==> src/common/spritePkg.sv <==
// sprite layer package: table, pixel and buffer widths, engine states, attribute bits
package spritePkg;

	// sprite table geometry.
	localparam int numSprites   = 64;
	localparam int spriteHeight = 16;
	localparam int spriteWidth  = 16;

	// line buffer depth covers both banks of 512 pixels.
	localparam int bufDepth = 1024;

	// attribute byte layout; bits 3..0 hold the palette number.
	localparam int attrFlipH   = 4;
	localparam int attrFlipV   = 5;
	localparam int attrXHigh   = 6;
	localparam int attrDisable = 7;

	// byte order of one sprite entry in the attribute memory.
	localparam logic [1:0] byteY       = 2'd0;
	localparam logic [1:0] byteAttr    = 2'd1;
	localparam logic [1:0] bytePattern = 2'd2;
	localparam logic [1:0] byteX       = 2'd3;

	typedef logic [8:0]  hPos;
	typedef logic [8:0]  vPos;
	typedef logic [5:0]  spriteIdx;
	typedef logic [10:0] attrAddr;
	typedef logic [7:0]  attrByte;
	typedef logic [12:0] chrAddr;
	typedef logic [31:0] chrWord;
	typedef logic [7:0]  pixColor;
	typedef logic [9:0]  bufAddr;

	typedef enum logic [2:0] {
		idle,
		readY,
		readAttr,
		readPattern,
		readX,
		fetchChr,
		draw,
		nextSprite
	} engineState;

endpackage
==> src/common/lineWriteIf.sv <==
// line buffer write interface between the sprite engine and the double buffer
`timescale 1ns/1ps

interface lineWriteIf import spritePkg::*; ();

	logic    wrEn;
	bufAddr  wrAddr;
	pixColor wrPixel;
	// the engine draws into the bank that is not on screen.
	logic    lineBank;

	modport engine (
		output wrEn,
		output wrAddr,
		output wrPixel,
		input  lineBank
	);

	modport buffer (
		input  wrEn,
		input  wrAddr,
		input  wrPixel,
		output lineBank
	);

endinterface

==> src/hw/spriteEngine/spriteEngine.sv <==
// sprite engine: per-line table walk, hit test, character fetch and pixel writer
`timescale 1ns/1ps

module spriteEngine import spritePkg::*; (
	input  logic       VCLK,
	input  logic       arstN,
	input  hPos        ph,
	input  vPos        pv,
	output attrAddr    attrRdAddr,
	input  attrByte    attrRdData,
	output chrAddr     chrRdAddr,
	input  chrWord     chrRdData,
	input  logic       chrSlot,
	lineWriteIf.engine lineWr
);

	engineState state;
	hPos        phPrev;
	spriteIdx   sprNo;
	spriteIdx   addrSprite;
	logic [1:0] byteIdx;
	logic       chrHalf;
	logic [3:0] col;

	vPos        targetLine;
	attrByte    yReg;
	attrByte    attrReg;
	attrByte    patReg;
	attrByte    xReg;
	logic [3:0] rowReg;
	chrWord     chrWord0;
	chrWord     chrWord1;

	logic       lineStart;
	vPos        rowDiff;
	logic       yHit;
	logic [3:0] chrRow;
	logic [3:0] colOffs;
	chrWord     drawWord;
	logic [3:0] pixIdx;
	hPos        pixX;

	assign lineStart = (ph == '0) && (phPrev != '0);

	// the row within the sprite is only valid while the attribute byte is on the bus.
	assign rowDiff = targetLine - vPos'(yReg);
	assign yHit    = (rowDiff < vPos'(spriteHeight)) && !attrRdData[attrDisable];

	// memory data lags the address by one cycle, so each state already
	// addresses the byte that the following state consumes.
	always_comb begin
		addrSprite = sprNo;
		case (state)
			idle:       byteIdx = byteY;
			readY:      byteIdx = byteAttr;
			readAttr:   byteIdx = bytePattern;
			nextSprite: begin
				byteIdx    = byteY;
				addrSprite = spriteIdx'(sprNo + 1'b1);
			end
			default:    byteIdx = byteX;
		endcase
	end

	assign attrRdAddr = {addrSprite, 3'b000, byteIdx};

	assign chrRow    = rowReg ^ {4{attrReg[attrFlipV]}};
	assign chrRdAddr = {patReg, chrRow[3], chrHalf, chrRow[2:0]};

	// pixels run byte by byte from the low byte, high nibble first.
	assign drawWord = col[3] ? chrWord1 : chrWord0;
	assign pixIdx   = drawWord[{col[2:1], ~col[0], 2'b00} +: 4];
	assign colOffs  = col ^ {4{attrReg[attrFlipH]}};
	assign pixX     = {attrReg[attrXHigh], xReg} + hPos'(colOffs);

	assign lineWr.wrEn    = (state == draw) && (pixIdx != 4'd0);
	assign lineWr.wrAddr  = {~lineWr.lineBank, pixX};
	assign lineWr.wrPixel = {attrReg[3:0], pixIdx};

	always_ff @(posedge VCLK or negedge arstN) begin
		if (!arstN) begin
			state   <= idle;
			phPrev  <= '0;
			sprNo   <= '0;
			chrHalf <= 1'b0;
			col     <= '0;
		end else begin
			phPrev <= ph;
			case (state)
				idle: begin
					if (lineStart) begin
						sprNo <= '0;
						state <= readY;
					end
				end
				readY:       state <= readAttr;
				readAttr:    state <= yHit ? readPattern : nextSprite;
				readPattern: state <= readX;
				readX: begin
					if (chrSlot) begin
						chrHalf <= 1'b0;
						state   <= fetchChr;
					end
				end
				fetchChr: begin
					if (chrSlot) begin
						chrHalf <= 1'b1;
						if (chrHalf) begin
							col   <= '0;
							state <= draw;
						end
					end
				end
				draw: begin
					col <= col + 1'b1;
					if (col == 4'(spriteWidth - 1))
						state <= nextSprite;
				end
				nextSprite: begin
					sprNo <= addrSprite;
					state <= (sprNo == spriteIdx'(numSprites - 1)) ? idle : readY;
				end
				default: state <= idle;
			endcase
		end
	end

	always_ff @(posedge VCLK) begin
		case (state)
			idle: begin
				if (lineStart)
					targetLine <= vPos'(pv + 1'b1);
			end
			readY: yReg <= attrRdData;
			readAttr: begin
				attrReg <= attrRdData;
				rowReg  <= rowDiff[3:0];
			end
			readPattern: patReg <= attrRdData;
			readX: begin
				if (chrSlot)
					xReg <= attrRdData;
			end
			fetchChr: begin
				if (chrSlot) begin
					if (chrHalf)
						chrWord1 <= chrRdData;
					else
						chrWord0 <= chrRdData;
				end
			end
			default: ;
		endcase
	end

endmodule

==> src/flat_wrapper.sv <==
// flat-port wrapper written by rule: the top's interface ports become plain ports
module spriteEngine_flat import spritePkg::*;
  (VCLK, arstN, ph, pv, attrRdAddr, attrRdData, chrRdAddr, chrRdData, chrSlot, lineWr_wrEn, lineWr_wrAddr, lineWr_wrPixel, lineWr_lineBank);
  lineWriteIf lineWr_i ();
  input  logic VCLK;
  input  logic arstN;
  input  hPos ph;
  input  vPos pv;
  output attrAddr attrRdAddr;
  input  attrByte attrRdData;
  output chrAddr chrRdAddr;
  input  chrWord chrRdData;
  input  logic chrSlot;
  output wire logic [$bits(lineWr_i.wrEn)-1:0] lineWr_wrEn;
  output wire logic [$bits(lineWr_i.wrAddr)-1:0] lineWr_wrAddr;
  output wire logic [$bits(lineWr_i.wrPixel)-1:0] lineWr_wrPixel;
  input wire logic [$bits(lineWr_i.lineBank)-1:0] lineWr_lineBank;
  assign lineWr_wrEn = lineWr_i.wrEn;
  assign lineWr_wrAddr = lineWr_i.wrAddr;
  assign lineWr_wrPixel = lineWr_i.wrPixel;
  assign lineWr_i.lineBank = lineWr_lineBank;
  spriteEngine u_core (.VCLK(VCLK), .arstN(arstN), .ph(ph), .pv(pv), .attrRdAddr(attrRdAddr), .attrRdData(attrRdData), .chrRdAddr(chrRdAddr), .chrRdData(chrRdData), .chrSlot(chrSlot), .lineWr(lineWr_i));
endmodule
==> config.mk <==
export PLATFORM = sky130hd
export DESIGN_NAME = spriteEngine_flat
export DESIGN_NICKNAME = d
export VERILOG_FILES = /design/src/common/spritePkg.sv /design/src/common/lineWriteIf.sv /design/src/hw/spriteEngine/spriteEngine.sv /design/src/flat_wrapper.sv
export SDC_FILE = /design/constraint.sdc
export NUM_CORES = 1
export LEC_CHECK = 0
export ABC_AREA = 1
export BUFFER_PORTS_ARGS = -buffer_cell sky130_fd_sc_hd__buf_2
export CAP_MARGIN = 20
export CORE_MARGIN = 2
export CORE_UTILIZATION = 30
export DETAILED_ROUTE_END_ITERATION = 10
export PLACE_DENSITY = 0.56
export SYNTH_ARGS = -nofsm -noshare
export SYNTH_HDL_FRONTEND = slang
export SYNTH_SLANG_ARGS = --single-unit
==> constraint.sdc <==
create_clock -name VCLK -period 3.15 [get_ports VCLK]
set_clock_uncertainty 0.1 [all_clocks]
set_input_delay 0.315 -clock VCLK [delete_from_list [all_inputs] [get_ports VCLK]]
set_output_delay 0.315 -clock VCLK [all_outputs]
set_load 0.01 [all_outputs]
==> out/summary.txt <==
detailed-route DRC error count - 0
largest net degree at the start of global routing - 35
Area contributors post-synth - edfxtp_1 54%, dfrtp_1 9.6%, nand2_1 4.6%
# nets final - 761
worst path required time - 2730 ps
sequential cell area - 3819 um2
Overflow after GRT - 0
switching part of the total - 0.3585
CTS tree - built
Worst setup EP type - output port
Syn Std Cell Area - 6017 um2
Clock power frac - 0.291
worst-case clock buffer depth - 2
clock sinks - 131
first-pass GRT wire length - 21,200 um
placer congestion estimate - 0.7605
RSZ-0062 raised after global routing - no
met3 wire len - 642 um
synth unique cells - 35
multi-input logic area - 1794 um2
die width - 145.6 um
CP cell instances - xor2_1 -> ha_1 -> fa_1 -> a31oi_1 -> nor2_1 -> nand3_1 -> xnor2_1 -> buf_2
Clock transition at path regs - 60 ps
ANT cells - 0
register area share after synthesis - 0.6346
critical path fanouts, max - 4
CTS H-tree lvls - 4
Combinational Power Share - 0.336
fin crit share - 0.9228
Setup violations, final - 0
Fin. Hold Viols - 0
r2r setup slk - 1060 ps
Largest stage delay, worst path - 470 ps
vias in the first global route - 4,180
total negative setup slack - 0 ps
area grow syn2layout - 27.53%
commonest cells after routing, fill and taps aside - 108 x edfxtp_1, 101 x buf_2, 74 x nand2_1
layout cells sized above 1 - 0.2174
reg2reg path depth - 14
FF-to-FF Start - u_core.yReg[0]
CP Data Arrival Time - 2490 ps
Fillers - 1,924
Yosys reg bits - 131
Max VDD drop - 0.5032 mV
P_leak - 3.236 nW
Routed Antenna Nets - 0
Port Buf Inserts - 101
Int Pwr - 4.011 mW
Post-Route WL - 13,290 um
core area - 19,590 um2
area leader, netlist - edfxtp_1
Die Ht - 145.6 um
crit path from - u_core.attrReg[4]
Hold Path Class - in2reg
Initial Utilization - 0.3071
slew margin rel. - 0.3726
routed len/inst - 13.91 um
critical path type - reg2out
cell count after synthesis - 530
post-cts resize count - 0
Max-Cap Viols - 0
Seq pwr share - 0.373
IO Pins - 105
initial drt markers - 250
CTS buffer count - 17
syn avg cell area - 11.35 um2
Slew Limit Fails - 0
run status - completed
Die Area - 21,210 um2
drt first pass iters - 4
post-synth top area share - 0.5390
setup bufs post-CTS - 0
Via density - 4.339
uppermost layer routed - met4
Synth warnings - 0
Post-DP Area - 6740 um2
cell area power density - 814.7 nW/um2
cell area after layout - 7674 um2
clk root buf - clkbuf_16
M1 WL - 6094 um
minimum clock period - 2907 ps
CP max stage cell - edfxtp_1
Hold Buf Count CTS - 39
commonest non-fill, non-tap cell in the layout - edfxtp_1
initial antenna violation count - 0
num rows - 51
Routed met2 length - 6405 um
worst slew pin tran - 937.6 ps
Clk Latency, worst-skew pair - 420 ps
GR Util All Layers - 0.1295
R2R Path End - u_core.state[2]
DP HPWL - 9159 um
net switching power - 2.241 mW
crit start category - flop
DR vias - 4,144
Max Fclk - 344.0 MHz
Critical Path Sink - lineWr_wrAddr[8]
==> worst min-delay path by stage <==
stage	to	depth (start not counted)	from
2_1_floorplan	u_core.chrHalf	0	arstN
3_3_place_gp	u_core.phPrev[1]	1	arstN
3_5_place_dp	u_core.phPrev[1]	1	arstN
4_1_cts	u_core.chrWord1[19]	1	chrRdData[19]
5_1_grt	u_core.chrWord1[12]	1	chrRdData[12]
6_report	u_core.chrWord1[19]	1	chrRdData[19]
==> worst max-delay path, delay by kind of cell, from the launching register on <==
kind | cells | cell delay, ps
and+or+nand+nor | 2 | 210
buffers and inverters | 1 | 140
AOI/OAI and AO/OA | 1 | 320
adders and majority gates | 2 | 620
xor gates and xnor gates | 2 | 310
DFF | 1 | 470
==> kinds of logic after synthesis <==
kind of cell	count (synthesis)	synth area share
and+or+nand+nor	186	0.1325
DFF	131	0.6346
buffers and inverters	84	0.07028
AOI/OAI and AO/OA	78	0.07299
xor gates and xnor gates	28	0.04076
adders and majority gates	22	0.04824
other	1	0.0006232
==> metrics by stage <==
step	util	total power, mW	instances	worst slack (ps)	hold slack, ps
6_report	0.3917	6.252	955	243.1	19.50
5_1_grt	0.3917	6.688	955	41.15	3.579
4_1_cts	0.3917	6.328	955	176.5	1.273
3_5_place_dp	0.3441	4.454	884	621.6	240.6
3_3_place_gp	0.3441	4.438	884	655.4	238.0
2_1_floorplan	-	3.792	532	681.7	-80.59
==> Yosys cell counts, drive strengths merged <==
master    n
buf      20
conb      1
nand4     1
nand3    31
o211ai    8
a21oi    13
o21a      1
nor2     67
edfxtp  108
nand2    77
xnor2     6
o21ai    41
or2       1
a21o      1
xor2     22
o41ai     1
inv      64
ha       20
nor4      1
dfrtp    23
o22ai    11
nor3      8
fa        2
a31oi     2
==> routing by layer <==
metal / vias up / track usage
met5: - / 0
met4: 0 / 0.04265
met3: 12 / 0.03981
met2: 96 / 0.2199
met1: 1938 / 0.1574
li1: 2098 / -
==> state kept, by name (all words and copies together), names as in the netlist <==
register / flops
u_core.phPrev: 9
u_core.col: 4
u_core.chrWord0: 32
u_core.targetLine: 9
u_core.rowReg: 4
u_core.state: 3
u_core.attrReg: 7
u_core.chrWord1: 32
u_core.patReg: 8
u_core.chrHalf: 1
u_core.xReg: 8
u_core.sprNo: 6
u_core.yReg: 8
==> power by group through the flow <==
stage	Clock (mW)	Sequential [mW]	Combinational, mW
after CTS	1.86	2.33	2.14
after global routing	1.94	2.36	2.39
final	1.82	2.33	2.10
after global placement	0	2.36	2.07
after detailed placement	0	2.37	2.09
after floorplan	0	2.32	1.48
==> final cells by class <==
| cell class | instances | area share |
|---|---|---|
| Multi-Input combinational cell | 317 | 0.2338 |
| Sequential cell | 131 | 0.4976 |
| Inverter | 64 | 0.03196 |
| Clock inverter | 14 | 0.01484 |
| Timing Repair Buffer | 146 | 0.1226 |
| Clock buffer | 18 | 0.05593 |
| Tap cell | 265 | 0.04321 |
Power figures use the tool's default switching activity.
